**src/design/mem_test_pkg.sv**
```systemverilog
// Shared widths and types; the memory is 256 words of 32 bits and the expected-value queue holds 16
package mem_test_pkg;

    // ========================================================================
    // Memory geometry
    // ========================================================================

    localparam int MEM_ADDR_BITS = 8;
    localparam int MEM_DATA_BITS = 32;

    typedef logic [MEM_ADDR_BITS-1:0] mem_addr_t;
    // Whole data word doubles as the tag kept in the shadow RAM
    typedef logic [MEM_DATA_BITS-1:0] mem_data_t;

    // Run counters and run length
    typedef logic [15:0] count_t;

    // Queue depth is also the starting credit count
    localparam int EXPECT_DEPTH = 16;
    typedef logic [$clog2(EXPECT_DEPTH+1)-1:0] credit_t;

    // Latencies in cycles
    localparam int SHADOW_RD_LATENCY = 2;
    localparam int MIN_RSP_LATENCY = 4;

    // ========================================================================
    // Random sources
    // ========================================================================

    // Galois mask for x^32 + x^22 + x^2 + x + 1
    localparam logic [31:0] LFSR_TAPS = 32'h8020_0003;
    // Seeds must be nonzero or the LFSR locks up
    localparam logic [31:0] RD_LFSR_SEED = 32'h0000_2721;
    localparam logic [31:0] WR_LFSR_SEED = 32'h0000_8520;
    localparam logic [31:0] DATA_LFSR_SEED = 32'h1357_9bdf;

    // ========================================================================
    // Bundles
    // ========================================================================

    typedef struct packed {
        count_t run_cycles;
        logic   enable_reads;
        logic   enable_writes;
        logic   enable_rw_conflicts;
    } run_cfg_t;

    typedef struct packed {
        logic      valid;
        mem_addr_t addr;
        mem_data_t data;
    } mem_wr_req_t;

    typedef struct packed {
        logic      valid;
        mem_addr_t addr;
    } mem_rd_req_t;

    typedef struct packed {
        logic      valid;
        mem_data_t data;
    } mem_rd_rsp_t;

    typedef struct packed {
        logic   busy;
        logic   done;
        logic   error;
        count_t rd_rsp_count;
        count_t wr_count;
        count_t checked_count;
    } run_status_t;

    typedef enum logic [1:0] {
        IDLE,
        RUN,
        DRAIN
    } run_state_t;

endpackage

```
**src/design/expect_fifo.sv**
```systemverilog
// Depth must be a power of two; pushes never exceed the credits handed out, so there is no full flag
`timescale 1ns/1ps

module expect_fifo
(
    input  logic                    clk,
    input  logic                    reset,
    input  logic                    exp_push,
    input  mem_test_pkg::mem_data_t exp_data,
    input  logic                    exp_pop,
    output mem_test_pkg::mem_data_t exp_head,
    output logic                    exp_empty,
    output logic                    credit_return
);
    import mem_test_pkg::*;

    mem_data_t                       entries [EXPECT_DEPTH];
    logic [$clog2(EXPECT_DEPTH)-1:0] wr_ptr;
    logic [$clog2(EXPECT_DEPTH)-1:0] rd_ptr;
    credit_t                         fill;
    logic                            do_pop;

    // Pop of an empty queue is dropped here and flagged by the checker
    assign do_pop = exp_pop && !exp_empty;
    assign exp_empty = (fill == credit_t'(0));
    assign exp_head = entries[rd_ptr];

    always_ff @(posedge clk)
    begin
        if (exp_push)
        begin
            entries[wr_ptr] <= exp_data;
        end
    end

    // Pointers wrap on their own
    always_ff @(posedge clk)
    begin
        if (reset)
        begin
            wr_ptr <= '0;
            rd_ptr <= '0;
            fill <= '0;
            credit_return <= 1'b0;
        end
        else
        begin
            wr_ptr <= wr_ptr + exp_push;
            rd_ptr <= rd_ptr + do_pop;
            fill <= fill + credit_t'(exp_push) - credit_t'(do_pop);
            // One credit back to the generator per entry removed
            credit_return <= do_pop;
        end
    end

endmodule

```
**config.mk**
```make
export PLATFORM = sky130hd
export DESIGN_NAME = expect_fifo
export DESIGN_NICKNAME = d
export VERILOG_FILES = /design/src/design/mem_test_pkg.sv /design/src/design/expect_fifo.sv
export SDC_FILE = /design/constraint.sdc
export NUM_CORES = 1
export LEC_CHECK = 0
export BUFFER_PORTS_ARGS = -buffer_cell sky130_fd_sc_hd__buf_2
export CAP_MARGIN = 0
export CORE_ASPECT_RATIO = 2
export CORE_MARGIN = 2
export CORE_UTILIZATION = 61
export DETAILED_ROUTE_END_ITERATION = 16
export PLACE_DENSITY = 0.85
export SLEW_MARGIN = 20
export SYNTH_ARGS = -nofsm -noshare
export SYNTH_HDL_FRONTEND = slang
export SYNTH_SLANG_ARGS = --single-unit
```
**constraint.sdc**
```tcl
create_clock -name clk -period 5.2 [get_ports clk]
set_input_delay 0.78 -clock clk [delete_from_list [all_inputs] [get_ports clk]]
set_output_delay 0.78 -clock clk [all_outputs]
set_load 0.03 [all_outputs]
```
==> results.json <==
{
  "via_to_cell_ratio": 6.685,
  "cts.sinks": 526,
  "post_synth_num_cell_types": 28,
  "clk_pin_slew_ns": 0.07,
  "multiplexer_share_of_the_synthesized_area_pct": 14.52,
  "grt_pass1_wl_um": 63890,
  "worstPathArrival_ns": 3.07,
  "hpwl_um": 21350,
  "synth-warning-count": 0,
  "hold_violations": 0,
  "drtIter0Drc": 1208,
  "grt_setup_unrepaired": "false",
  "synth_compound_gate_area_share_pct": 2.558,
  "final_min_period_over_clock_period_pct": 74.11,
  "setup_viol_count_final": 0,
  "num_rows": 93,
  "path_max_fanout": 49,
  "largest_family_of_logic_cells_by_synthesized_area": "multiplexers",
  "mostFrequentLayoutCells": "512 x edfxtp_1, 128 x mux4_2, 69 x buf_2, 64 x a22oi_1, 44 x clkbuf_16",
  "min_period_ns": 3.853,
  "yosys.area_share.xor_xnor_pct": 0.3087,
  "cts_repair_resize_count": 0,
  "grt_start_max_net_pins": 72,
  "p_leak_nw": 6.933,
  "timing.critical_path.to_type": "primary output",
  "yosys.area_share.simple_pct": 1.783,
  "critPathKind": "register to primary output",
  "wirelength_um": 43520,
  "synthesis.instances": 871,
  "gp_routability_congestion": 0.7228,
  "cts.root.buffer_cell": "clkbuf_16",
  "hold_end": "entries[0][1]",
  "drt_first_pass_iters": 5,
  "dieWidth_um": 131.6,
  "number_of_enable_flip_flop_cells_after_synthesis": 512,
  "fillers": 1875,
  "cts_hold_repair.buffers": 0,
  "number_of_buffers_created_by_cts": 43,
  "grt_overflow_total": 0,
  "syn_area_per_cell_um2": 22.80,
  "timing.reg2reg.setup_slack_ns": 2.40,
  "die_area_um2": 34100,
  "synth_flop_cell": "edfxtp_1",
  "status": "completed",
  "worst_hold_path.num_cells": 1,
  "synth_fa_ha_area_share_pct": 0.7308,
  "final.hold.worst_slack_ns": 0.5802,
  "async_flop_share_pct": 0,
  "clk_path_buf_depth": 3,
  "utilization_pct": 68.95,
  "syn-num-nets": 918,
  "fin_skew_ns": 0.01667,
  "area_growth_pct": 11.50,
  "worst-r2r-cell-count": 12,
  "worstReg2RegStart": "fill[2]",
  "tritoncts": "built",
  "timing.critical_path.from_type": "register",
  "placedCellCount": 1345,
  "core-area_um2": 32120,
  "detail_route.wl_per_cell_um": 30.54,
  "final_layout_size_suffix_gt1_share_pct": 30.59,
  "holdCritPathClass": "input port to register",
  "postSynthRegisterBits": 526,
  "drt.antenna.violating_nets": 0,
  "overall_via_count_from_detail_route": 9526,
  "io_buffer_count": 69,
  "total_power_w": 0.009609,
  "relSlewSlack_pct": 28.41,
  "synth_seq_area_share_pct": 78.83,
  "timing.max_cap.violations": 0,
  "power.ir.vdd_worst_v": 0.0003849,
  "fin_nets": 1010,
  "clk-insertion-delay-late_ns": 0.56,
  "transition_at_the_pin_with_the_smallest_max_transition_slack_ns": 1.074,
  "fmaxAchievable_mhz": 259.5,
  "hold_path_start": "exp_data[1]",
  "start_util_pct": 61.84,
  "io-pin-count": 70,
  "worstReg2RegEnd": "fill[4]",
  "netlist_area_um2": 19860,
  "power-per-cell-area_nw_per_um2": 433.9,
  "final_max_slew_viol_count": 0,
  "antenna_violations_before_repair": 3,
  "grt_usage_pct": 26.20,
  "detail_route.drc_violations": 0,
  "finish.cell_count_without_fillers": 1425,
  "cts_max_level": 2,
  "via_count_of_the_first_global_routing_pass": 9850,
  "post-cts-setup-buffers": 0,
  "setup-tns-final_ns": 0,
  "cp.required_ns": 4.42,
  "layout_commonest_cell": "edfxtp_1",
  "die_h_um": 259.2
}
logic make-up after synthesis:
group | after synthesis
mux | 128
buf+inv | 52
xor+xnor | 7
fa+ha+maj | 11
flops | 526
simple gates | 78
compound gates | 69
through the flow:
stage          area [um^2]  setup WS (ns)
6_report             22140          1.347
5_1_grt              22140          1.123
4_1_cts              22140          1.284
3_5_place_dp         20860          1.874
3_3_place_gp         20860          1.900
2_1_floorplan        19860          1.266
report_power, final:
| part | internal (W) | switching (W) | leakage [nW] |
|---|---|---|---|
| clock network | 0.00157 | 0.00143 | 0.641 |
| logic | 0.000843 | 0.000889 | 1.55 |
| registers | 0.00473 | 0.000148 | 4.74 |
critical path, stage by stage, from the launching register on:
cell	delay, ns
dfxtp_4	0.86
buf_12	0.43
mux4_2	0.59
a22oi_1	0.21
nand2_1	0.15
buf_2	0.21
Yosys cell counts, types with 4 or more instances:
master    number  share of area, %
edfxtp_1     512                77
mux4_2       128                15
a22oi_1       64               2.4
nand2_1       33              0.62
clkbuf_1      21              0.40
nor2_1        20              0.38
dfxtp_1       14               1.4
ha_1          10              0.63
nor2b_1       10              0.32
buf_1          8              0.15
buf_2          7              0.18
buf_4          7              0.26
inv_1          6              0.11
nor3_1         4              0.10
xnor2_1        4              0.18
worst max path at each step:
stage	from	to	slack, ns	depth (start not counted)
5_1_grt	rd_ptr[0]	exp_head[2]	1.12	5
3_3_place_gp	rd_ptr[0]	exp_head[30]	1.90	5
6_report	rd_ptr[0]	exp_head[25]	1.35	5
3_5_place_dp	rd_ptr[0]	exp_head[30]	1.87	5
4_1_cts	rd_ptr[0]	exp_head[5]	1.28	5
2_1_floorplan	exp_push	entries[0][0]	1.27	2
registers in the layout, summed over array words and instances, names as in the netlist:
register,cells
credit_return,1
entries,512
fill,5
rd_ptr,4
wr_ptr,4
routing by layer:
metal	share of wire (%)	GRT usage, %	wire length [um]
met1	34	33.60	14830
met3	9.1	4.120	3941
met2	53	45.43	23140
met5	0.032	0	14
met4	3.7	10.66	1598
layout make-up:
| class | count | area [um^2] | area share [%] |
|---|---|---|---|
| multi-input cells | 293 | 4085 | 18.45 |
| inverters | 6 | 22.52 | 0.1017 |
| well taps | 427 | 534.3 | 2.413 |
| repair buffers | 93 | 550.5 | 2.486 |
| clock buffers | 52 | 1131 | 5.108 |
| flip-flops and latches | 526 | 15660 | 70.73 |
| diodes | 1 | 2.502 | 0.01130 |
| clock inverters | 27 | 155.1 | 0.7006 |
No activity file was read; power rests on OpenSTA's default activity.
