## config.mk

```make
export PLATFORM = sky130hd
export DESIGN_NAME = run_control
export DESIGN_NICKNAME = d
export VERILOG_FILES = /design/src/design/mem_test_pkg.sv /design/src/design/run_control.sv
export SDC_FILE = /design/constraint.sdc
export NUM_CORES = 1
export LEC_CHECK = 0
export BUFFER_PORTS_ARGS = -buffer_cell sky130_fd_sc_hd__clkbuf_2
export CAP_MARGIN = 20
export CORE_ASPECT_RATIO = 1.1
export CORE_MARGIN = 2
export CORE_UTILIZATION = 45
export CTS_CLUSTER_SIZE = 40
export DETAILED_ROUTE_END_ITERATION = 10
export PLACE_DENSITY = 0.69
export SLEW_MARGIN = 5
export SYNTH_ARGS = -nofsm -noshare
export SYNTH_HDL_FRONTEND = slang
export SYNTH_SLANG_ARGS = --single-unit
```

## constraint.sdc

```tcl
create_clock -name clk -period 1.9 [get_ports clk]
set_input_delay 0.095 -clock clk [delete_from_list [all_inputs] [get_ports clk]]
set_output_delay 0.095 -clock clk [all_outputs]
set_load 0.05 [all_outputs]
```

## src/design/mem_test_pkg.sv

```systemverilog
// Shared widths and types; the memory is 256 words of 32 bits and the expected-value queue holds 16
package mem_test_pkg;

    // ========================================================================
    // Memory geometry
    // ========================================================================

    localparam int MEM_ADDR_BITS = 8;
    localparam int MEM_DATA_BITS = 32;

    typedef logic [MEM_ADDR_BITS-1:0] mem_addr_t;
    // Whole data word doubles as the tag kept in the shadow RAM
    typedef logic [MEM_DATA_BITS-1:0] mem_data_t;

    // Run counters and run length
    typedef logic [15:0] count_t;

    // Queue depth is also the starting credit count
    localparam int EXPECT_DEPTH = 16;
    typedef logic [$clog2(EXPECT_DEPTH+1)-1:0] credit_t;

    // Latencies in cycles
    localparam int SHADOW_RD_LATENCY = 2;
    localparam int MIN_RSP_LATENCY = 4;

    // ========================================================================
    // Random sources
    // ========================================================================

    // Galois mask for x^32 + x^22 + x^2 + x + 1
    localparam logic [31:0] LFSR_TAPS = 32'h8020_0003;
    // Seeds must be nonzero or the LFSR locks up
    localparam logic [31:0] RD_LFSR_SEED = 32'h0000_2721;
    localparam logic [31:0] WR_LFSR_SEED = 32'h0000_8520;
    localparam logic [31:0] DATA_LFSR_SEED = 32'h1357_9bdf;

    // ========================================================================
    // Bundles
    // ========================================================================

    typedef struct packed {
        count_t run_cycles;
        logic   enable_reads;
        logic   enable_writes;
        logic   enable_rw_conflicts;
    } run_cfg_t;

    typedef struct packed {
        logic      valid;
        mem_addr_t addr;
        mem_data_t data;
    } mem_wr_req_t;

    typedef struct packed {
        logic      valid;
        mem_addr_t addr;
    } mem_rd_req_t;

    typedef struct packed {
        logic      valid;
        mem_data_t data;
    } mem_rd_rsp_t;

    typedef struct packed {
        logic   busy;
        logic   done;
        logic   error;
        count_t rd_rsp_count;
        count_t wr_count;
        count_t checked_count;
    } run_status_t;

    typedef enum logic [1:0] {
        IDLE,
        RUN,
        DRAIN
    } run_state_t;

endpackage

```

## src/design/run_control.sv

```systemverilog
// A start is ignored unless the shadow RAM is ready and no run is in progress
`timescale 1ns/1ps

module run_control
(
    input  logic                   clk,
    input  logic                   reset,
    input  logic                   start,
    input  mem_test_pkg::run_cfg_t cfg,
    input  logic                   ready,
    input  logic                   all_credits_home,
    input  logic                   error,
    output logic                   run_active,
    output mem_test_pkg::run_cfg_t cfg_q,
    output logic                   run_start,
    output logic                   busy,
    output logic                   done
);
    import mem_test_pkg::*;

    run_state_t state;
    count_t     cycles_rem;
    logic       accept;

    assign accept = start && ready && (state == IDLE);
    // Requests may leave only in the RUN window
    assign run_active = (state == RUN);

    always_ff @(posedge clk)
    begin
        if (reset)
        begin
            state <= IDLE;
            cfg_q <= '0;
            cycles_rem <= '0;
            run_start <= 1'b0;
            busy <= 1'b0;
            done <= 1'b0;
        end
        else
        begin
            // Clears the checker one cycle after the accepted start
            run_start <= accept;

            case (state)
                IDLE:
                begin
                    if (accept)
                    begin
                        cfg_q <= cfg;
                        cycles_rem <= cfg.run_cycles;
                        busy <= 1'b1;
                        done <= 1'b0;
                        // Zero-length run goes straight to the drain
                        state <= (cfg.run_cycles == '0) ? DRAIN : RUN;
                    end
                end

                RUN:
                begin
                    cycles_rem <= cycles_rem - count_t'(1);
                    // Old error is still visible while run_start clears it
                    if ((cycles_rem == count_t'(1)) || (error && !run_start))
                    begin
                        state <= DRAIN;
                    end
                end

                default:
                begin
                    // Wait for every outstanding read to come back
                    if (all_credits_home)
                    begin
                        state <= IDLE;
                        busy <= 1'b0;
                        done <= 1'b1;
                    end
                end
            endcase
        end
    end

endmodule

```

==> results_dict.tcl <==
set metrics [dict create \
    start_kind "flop" \
    gr-total-overflow 0 \
    grt_pass1_wl_mm 7.63 \
    path_max_fanout 6 \
    insertion_delay_ns 0.29 \
    min_path_cells 3 \
    cts_setup_buffers 0 \
    cp-end-kind "flop" \
    die_w_um 64.9 \
    status "finished, final reports clean" \
    grt_max_degree 25 \
    die_h_um 71.0 \
    clockBufferDepth 2 \
    final_cell_mix "nand2_1 (49), clkbuf_2 (47), dfxtp_1 (40), a21oi_1 (32), buf_4 (12)" \
    cpLargestDelayFamily "simple AND/OR/NAND/NOR gates" \
    ys_seq_area_share_pct 43.6 \
    hold_violations 0 \
    fin_tns_setup_ns 0 \
    wirelength_mm 4.59 \
    vias 1842 \
    path_depth 4 \
    cts_hold_buf 0 \
    worst_pin_slew_ns 0.525 \
    synth_flop_cell "dfxtp_1" \
    crit_chain "or4_4 > nor4_4 > mux2i_1 > o22ai_1" \
    drt_iter0_drc 119 \
    port-buffer-count 47 \
    die-area_um2 4610 \
    postSynthCellCount 228 \
    drtPass1Iterations 4 \
    arrival_ns 1.93 \
    crit_slowest_cell "or4_4" \
    fin_nets 309 \
    num_rows 24 \
    async_reset_ff_share_pct 0 \
    synth_edf_count 0 \
    via_per_inst 5.50 \
    crit_type "flop to flop" \
    r2r_end "cycles_rem[15]" \
    wl_per_cell_um 13.7 \
    io_pins 48 \
    peakVddDrop_uv 750 \
    rsz0062_at_grt "false" \
    core_um2 3930 \
    synth_top_area_share_pct 43.6 \
    mostFrequentLayoutCell "nand2_1" \
    rr_startpoint "cycles_rem[6]" \
    finalSetupViolCount 0 \
    layout_worst_path_cycle_share_pct 93.0 \
    avgSynthCellArea_um2 8.06 \
    antenna_left 0 \
    endpoint "cycles_rem[15]" \
    worst-path-buf-inv 0 \
    syn_area_um2 1840 \
    leakage_nw 0.944 \
    ys_warn_count 0 \
    drv_slew 0 \
    dp.final_hpwl_mm 3.41 \
    grt_pass1_vias 1640 \
    skew_ns 0.00856 \
    ys_ff_latch 40 \
    cts_tree "yes" \
    synth_area_leaders "dfxtp_1 (44%), nand2_1 (10%), a21oi_1 (8.7%), a31oi_1 (3.1%), clkbuf_1 (2.5%)" \
    routabilityCongestion 0.871 \
    cts_num_sinks 40 \
    crit_start "cycles_rem[6]" \
    cap_violations 0 \
    synth_nets 255 \
    h-tree-depth 2 \
    finalCriticalPeriod_ns 1.77 \
    power.density_nw_per_um2 1470 \
    hp-class "input port to flop" \
    area_delta_synth_final_pct 24.8 \
    fin_util_pct 58.3 \
    diodes 0 \
    clk_pin_slew_ns 0.08 \
    grt_usage_pct 21.2 \
    reg2reg_depth 4 \
    cpPeakStageDelay_ns 0.58 \
    grt_antenna_before_repair 0 \
    ff2ff_setup_slack_ns 0.13 \
    max_freq_mhz 566 \
    cts_buffers 5 \
    crit_required_ns 2.07 \
    drive_gt1_share_pct 25.8 \
    initial_core_util_pct 46.7 \
    cts-root-buf "clkbuf_8" \
    ys_types 40 \
    route.detailed.drc 0 \
    relSlewSlack_pct 64.7 \
    yosysTopAreaCell "dfxtp_1" \
]
## cell type report
class                           count  area (µm²)
Fill cell                         382        1640
Multi-Input combinational cell    169         987
Tap cell                           52        65.1
Inverter                            7        26.3
Timing Repair Buffer               59         325
Clock buffer                        8        90.1
Sequential cell                    40         801
## worst reg2reg max path: cells and delay by family, from the launching register on
kind | cells | cell delay [ns]
multiplexers | 1 | 0.24
flip-flops | 1 | 0.36
AO/OA/AOI/OAI | 1 | 0.09
AND/OR/NAND/NOR | 2 | 0.97
## synthesized netlist by cell type (2+ instances only)
cell       n
a31oi_1    9
nor3_1     4
dfxtp_1   40
nand2_1   49
a211oi_1   2
or4_1      3
a21oi_1   32
nor4_1     5
o21a_1     3
mux2i_1    2
nor3b_1    2
nor2_1     7
a41oi_1    2
nand2b_1   4
xor2_1     2
clkbuf_1  12
nor2b_1    2
inv_1      6
o311ai_0   2
ha_1       2
a21o_1     3
o22ai_1    2
nand3_1    6
nand4_1    2
or2_2      3
o211ai_1   3
o21ai_0    3
or3_1      3
nor4bb_1   2
## worst min path at each step
stage | from | endpoint
floorplan | cfg[0] | cfg_q[0]
global placement | cfg[0] | cfg_q[0]
detailed placement | cfg[2] | cfg_q[2]
CTS | cfg[2] | cfg_q[2]
global route | cfg[2] | cfg_q[2]
finish | cfg[2] | cfg_q[2]
## state kept, by name, indices dropped and copies added, names as in the netlist
name	flops
busy	1
cfg_q	19
cycles_rem	16
done	1
run_start	1
state	2
## what timing repair did
| item | in CTS | in global routing |
|---|---|---|
| endpoints found under the setup margin | 0 | 2 |
| hold endpoints to repair | 0 | 0 |
| gates resized for setup | 0 | 1 |
## power breakdown
part / switching (mW) / internal, mW
Combinational: 0.952 / 0.638
Clock: 0.275 / 0.296
Sequential: 0.192 / 1.01
## metal layers
metal | GRT usage (%) | wire (µm) | up-vias
li1 | - | - | 932
met1 | 28.5 | 2170 | 855
met2 | 33.6 | 2130 | 48
met3 | 3.50 | 211 | 7
met4 | 8.98 | 85 | 0
met5 | 0 | 0 | -
## stage by stage
step / instance area, µm² / std cells / hold slack, ns / worst slack, ns / power (mW)
after floorplan: 1840 / 228 / 0.231 / 0.167 / 2.33
after global placement: 2200 / 327 / 0.318 / 0.181 / 2.77
after detailed placement: 2200 / 327 / 0.323 / 0.161 / 2.77
after CTS: 2290 / 335 / 0.0184 / 0.138 / 3.36
after global routing: 2290 / 335 / 0.0219 / 0.0151 / 3.62
final: 2290 / 335 / 0.0250 / 0.133 / 3.37
## cells by family after synthesis
logic type                 Yosys count  share of synthesized area [%]
and+or+nand+nor                     97                           27.2
AOI/OAI and AO/OA                   66                           21.9
DFF                                 40                           43.6
buffers and inverters               19                           3.88
xor gates and xnor gates             2                          0.953
muxes                                2                           1.09
adders and majority gates            2                           1.36
No activity file was read; power rests on OpenSTA's default activity.
