## src/design/mem_test_pkg.sv

```systemverilog
// Shared widths and types; the memory is 256 words of 32 bits and the expected-value queue holds 16
package mem_test_pkg;

    // ========================================================================
    // Memory geometry
    // ========================================================================

    localparam int MEM_ADDR_BITS = 8;
    localparam int MEM_DATA_BITS = 32;

    typedef logic [MEM_ADDR_BITS-1:0] mem_addr_t;
    // Whole data word doubles as the tag kept in the shadow RAM
    typedef logic [MEM_DATA_BITS-1:0] mem_data_t;

    // Run counters and run length
    typedef logic [15:0] count_t;

    // Queue depth is also the starting credit count
    localparam int EXPECT_DEPTH = 16;
    typedef logic [$clog2(EXPECT_DEPTH+1)-1:0] credit_t;

    // Latencies in cycles
    localparam int SHADOW_RD_LATENCY = 2;
    localparam int MIN_RSP_LATENCY = 4;

    // ========================================================================
    // Random sources
    // ========================================================================

    // Galois mask for x^32 + x^22 + x^2 + x + 1
    localparam logic [31:0] LFSR_TAPS = 32'h8020_0003;
    // Seeds must be nonzero or the LFSR locks up
    localparam logic [31:0] RD_LFSR_SEED = 32'h0000_2721;
    localparam logic [31:0] WR_LFSR_SEED = 32'h0000_8520;
    localparam logic [31:0] DATA_LFSR_SEED = 32'h1357_9bdf;

    // ========================================================================
    // Bundles
    // ========================================================================

    typedef struct packed {
        count_t run_cycles;
        logic   enable_reads;
        logic   enable_writes;
        logic   enable_rw_conflicts;
    } run_cfg_t;

    typedef struct packed {
        logic      valid;
        mem_addr_t addr;
        mem_data_t data;
    } mem_wr_req_t;

    typedef struct packed {
        logic      valid;
        mem_addr_t addr;
    } mem_rd_req_t;

    typedef struct packed {
        logic      valid;
        mem_data_t data;
    } mem_rd_rsp_t;

    typedef struct packed {
        logic   busy;
        logic   done;
        logic   error;
        count_t rd_rsp_count;
        count_t wr_count;
        count_t checked_count;
    } run_status_t;

    typedef enum logic [1:0] {
        IDLE,
        RUN,
        DRAIN
    } run_state_t;

endpackage

```

## src/design/req_generator.sv

```systemverilog
// Valid bits are gated by mem_stall in the same cycle; reads need a credit, the queue never overflows
`timescale 1ns/1ps

module req_generator
(
    input  logic                      clk,
    input  logic                      reset,
    input  logic                      run_active,
    input  mem_test_pkg::run_cfg_t    cfg_q,
    input  logic                      mem_stall,
    input  logic                      credit_return,
    output mem_test_pkg::mem_wr_req_t wr_req,
    output mem_test_pkg::mem_rd_req_t rd_req,
    output logic                      all_credits_home
);
    import mem_test_pkg::*;

    logic [31:0] rd_lfsr;
    logic [31:0] wr_lfsr;
    logic [31:0] data_lfsr;
    mem_addr_t   rd_addr;
    mem_addr_t   wr_addr;
    credit_t     credits;
    logic        rd_go;
    logic        wr_go;

    // One Galois shift to the right
    function automatic logic [31:0] lfsr_step(logic [31:0] v);
        logic [31:0] n;
        n = {1'b0, v[31:1]};
        if (v[0])
        begin
            n = n ^ LFSR_TAPS;
        end
        return n;
    endfunction

    // ========================================================================
    // Random sources, stepped every cycle whether or not a request leaves
    // ========================================================================

    always_ff @(posedge clk)
    begin
        if (reset)
        begin
            rd_lfsr <= RD_LFSR_SEED;
            wr_lfsr <= WR_LFSR_SEED;
            data_lfsr <= DATA_LFSR_SEED;
        end
        else
        begin
            rd_lfsr <= lfsr_step(rd_lfsr);
            wr_lfsr <= lfsr_step(wr_lfsr);
            data_lfsr <= lfsr_step(data_lfsr);
        end
    end

    always_comb
    begin
        rd_addr = rd_lfsr[MEM_ADDR_BITS-1:0];
        wr_addr = wr_lfsr[MEM_ADDR_BITS-1:0];
        // Without conflicts, reads use even words and writes odd words
        if (!cfg_q.enable_rw_conflicts)
        begin
            rd_addr[0] = 1'b0;
            wr_addr[0] = 1'b1;
        end
    end

    // ========================================================================
    // Issue rules and credits
    // ========================================================================

    assign wr_go = run_active && cfg_q.enable_writes && !mem_stall;
    assign rd_go = run_active && cfg_q.enable_reads && !mem_stall &&
                   (credits != credit_t'(0));

    always_comb
    begin
        wr_req.valid = wr_go;
        wr_req.addr = wr_addr;
        wr_req.data = data_lfsr;
        rd_req.valid = rd_go;
        rd_req.addr = rd_addr;
    end

    // A read spends one credit, each queue pop returns one
    always_ff @(posedge clk)
    begin
        if (reset)
        begin
            credits <= credit_t'(EXPECT_DEPTH);
        end
        else
        begin
            credits <= credits + credit_t'(credit_return) - credit_t'(rd_go);
        end
    end

    assign all_credits_home = (credits == credit_t'(EXPECT_DEPTH));

endmodule

```

## config.mk

```make
export PLATFORM = sky130hd
export DESIGN_NAME = req_generator
export DESIGN_NICKNAME = d
export VERILOG_FILES = /design/src/design/mem_test_pkg.sv /design/src/design/req_generator.sv
export SDC_FILE = /design/constraint.sdc
export NUM_CORES = 1
export LEC_CHECK = 0
export BUFFER_PORTS_ARGS = -buffer_cell sky130_fd_sc_hd__buf_2
export CORE_MARGIN = 2
export CORE_UTILIZATION = 38
export CTS_CLUSTER_DIAMETER = 50
export DETAILED_ROUTE_END_ITERATION = 6
export PLACE_DENSITY = 0.61
export SLEW_MARGIN = 10
export SYNTH_ARGS = -nofsm -noshare
export SYNTH_HDL_FRONTEND = slang
export SYNTH_SLANG_ARGS = --single-unit
```

## constraint.sdc

```tcl
create_clock -name clk -period 2.3 [get_ports clk]
set_clock_uncertainty 0.1 [all_clocks]
set_input_delay 0.345 -clock clk [delete_from_list [all_inputs] [get_ports clk]]
set_output_delay 0.345 -clock clk [all_outputs]
set_load 0.03 [all_outputs]
```

==> metrics.txt <==
status finished, violations left; failing checks negative setup slack; met2 Use GR 15.8%; final wirelength 4650 um; synthesized flop and latch total 101; vias per inst 4.05; Seq/Total Area, Yosys 64.4%; pin count of the biggest net entering global routing 38; RSZ-0062 raised after global routing yes; Max transition margin 63.9%; Ports 75; crit-path max FO 2; CORE AREA 0.00809 mm^2; initial antenna violation count 0; Setup crit end kind flop; H-Tree Depth 3; Period minus WS final 2.51 ns; Most used DFF post-synth dfxtp_1; vias 1775; Area growth, synth to finish 20.4%; Worst Max-Slew Pin Slew 0.542 ns; # setup viols final 2; IR drop worst, VDD 0.607 mV; CP Launch Type flop; LEAKAGE 1.60 nW; layout cells sized above 1 30.3%; worst skew pair latency 0.35 ns; Num CTS Buffers 9; Net Count, Synth 302; WP data required 2.42 ns; Most Crowded Layer GR met2; sw power 0.00110 W; Crit path arrival time 2.63 ns; Cell Area, Synth 0.00314 mm^2; Post-Syn Instances 271; First-pass DRT Iterations 4; post-place setup slack -0.345 ns; Max Buffers Root-to-Sink 2; Die Y 94.9 um; fin. max-slew vios 0; antenna-violating nets left 0; Final #Nets 359; Setup Crit Path Kind reg2reg; Post-DP HPWL 3000 um; met3 Use GR 4.71%; Setup WS post-layout -0.206 ns; met1 Use GR 14.2%; CTS tree yes; CTS clk-pin slew, worst paths 0.09 ns; MaxCap Viol Count 0; number of buffers inserted by port buffering 58; Die Wd 94.9 um; Ys Warns 0; Antenna diodes 0; Pwr per Cell Area 1020 mW/mm^2; Routed WL per cell 10.6 um; TritonCTS Sinks 101; global-route wire length before repair 7430 um; Starting Density 38.8%; CTS Root Buffer Type clkbuf_8; final hold viol count 0; Synth Area per Inst 11.6 um^2; GR Overflow Total 0; Yosys cell types 23; worst min path class in2reg; DRC viols 0; Clk pwr share 28.5%; final instance area 0.00378 mm^2; Post-synth EDFFs 0; number of cell rows 33; Int Power 0.00277 W; Seq pwr share 50.0%; crit share post-route 109%; Fmax 399 MHz; DRT iter0 DRCs 48; GRT Total Usage 11.0%; vias in the first global route 1580; die area 0.00901 mm^2; Switching Share 28.3%; Logic pwr share 21.5%; gp weighted congestion 0.758; placed instance area 0.00349 mm^2; FFs w/ async S/R, synth 0%
==> routing by layer <==
metal	routed length, um	up-vias
met5	0	-
met4	72	0
met3	202	7
met2	2050	34
met1	2320	814
li1	-	920
==> power by group through the flow <==
stage | clock [W] | combinational (W) | sequential [W]
final | 0.00110 | 0.000831 | 0.00193
after global routing | 0.00122 | 0.000915 | 0.00195
after CTS | 0.00115 | 0.000782 | 0.00194
after detailed placement | 0 | 0.000699 | 0.00196
after global placement | 0 | 0.000695 | 0.00196
after floorplan | 0 | 0.000426 | 0.00205
==> worst max-delay path: stages (launching register included) <==
cell	delay [ns]
dfxtp_2	0.34
inv_2	0.05
ha_4	0.16
nor4b_4	0.12
nor4bb_2	0.33
ha_1	0.29
inv_2	0.07
ha_4	0.13
inv_2	0.03
fa_2	0.34
buf_4	0.15
buf_6	0.10
xor2_1	0.12
nor2_1	0.05
==> through the flow <==
step           util [%]  hold WS (ns)  total power, W  TNS [ns]  std cells
6_report           46.7         0.242         0.00387    -0.406        438
5_1_grt            46.7         0.249         0.00408    -0.877        438
4_1_cts            46.4         0.244         0.00387    -0.447        437
3_5_place_dp       43.2         0.289         0.00266    -0.702        419
3_3_place_gp       43.2         0.292         0.00266    -0.509        419
2_1_floorplan         -         0.283         0.00247    -0.190        271
==> cells in the mapped netlist (2+ instances only) <==
cell	n	area share, %
ha_1	6	2.4
dfxtp_1	101	64
or2_1	27	5.4
xnor2_1	10	2.8
nand2b_1	6	1.2
inv_1	7	0.84
clkbuf_1	2	0.24
nor2b_1	63	13
buf_2	6	0.96
nor2_1	11	1.3
a21oi_1	3	0.48
buf_4	18	4.3
==> path summary, 6_finish.rpt <==
kind	end	cells after the start	slack (ns)	from
setup / recovery	credits[2]$_SDFF_PP0_	13	-0.21	credits[2]$_SDFF_PP0_
hold / removal	credits[0]$_SDFF_PP0_	3	0.24	credit_return
setup reg to reg	credits[2]$_SDFF_PP0_	13	-0.21	credits[2]$_SDFF_PP0_
hold reg to reg	wr_lfsr[10]$_SDFF_PP1_	1	0.31	wr_lfsr[11]$_SDFF_PP0_
==> flip-flops by register name (all words and copies together), names as in the netlist <==
name / flops
rd_lfsr: 32
credits: 5
wr_lfsr: 32
data_lfsr: 32
==> what timing repair did <==
item	in CTS	in global routing
gates resized for setup	12	4
pin swaps	6	6
setup buffers	2	1
hold buffers	0	0
endpoints found under the setup margin	3	4
==> kinds of logic (layout without fill, tap and decap cells) <==
group                    count (synthesis)  after routing  share of synthesized area, %
XOR/XNOR                                11             11                          3.07
flip-flops                             101            101                          64.4
AO/OA/AOI/OAI                            4              4                         0.757
buffers and inverters                   34             96                          6.49
AND/OR/NAND/NOR                        113            113                          22.0
multiplexers                             1              1                         0.319
adder cells (fa/ha/maj)                  7              7                          3.03
==> final cells by class <==
type	count	area, um^2
Fill cell	800	4310
Sequential cell	101	2020
Multi-Input combinational cell	136	982
Timing Repair Buffer	73	419
Tap cell	105	131
Clock buffer	10	128
Clock inverter	6	70.1
Inverter	7	26.3
==> cells in the final DEF (no fill, tap or decap), types with 2 or more instances in the layout <==
cell type    n
dfxtp_1     99
nor2b_1     63
buf_2       58
or2_1       27
buf_4       13
nor2_1      11
xnor2_1     10
clkbuf_8     9
nand2b_1     5
inv_2        4
ha_1         4
inv_1        3
clkinvlp_4   3
a21oi_1      2
ha_4         2
inv_6        2
dfxtp_2      2
(Power assumes the default switching activity.)
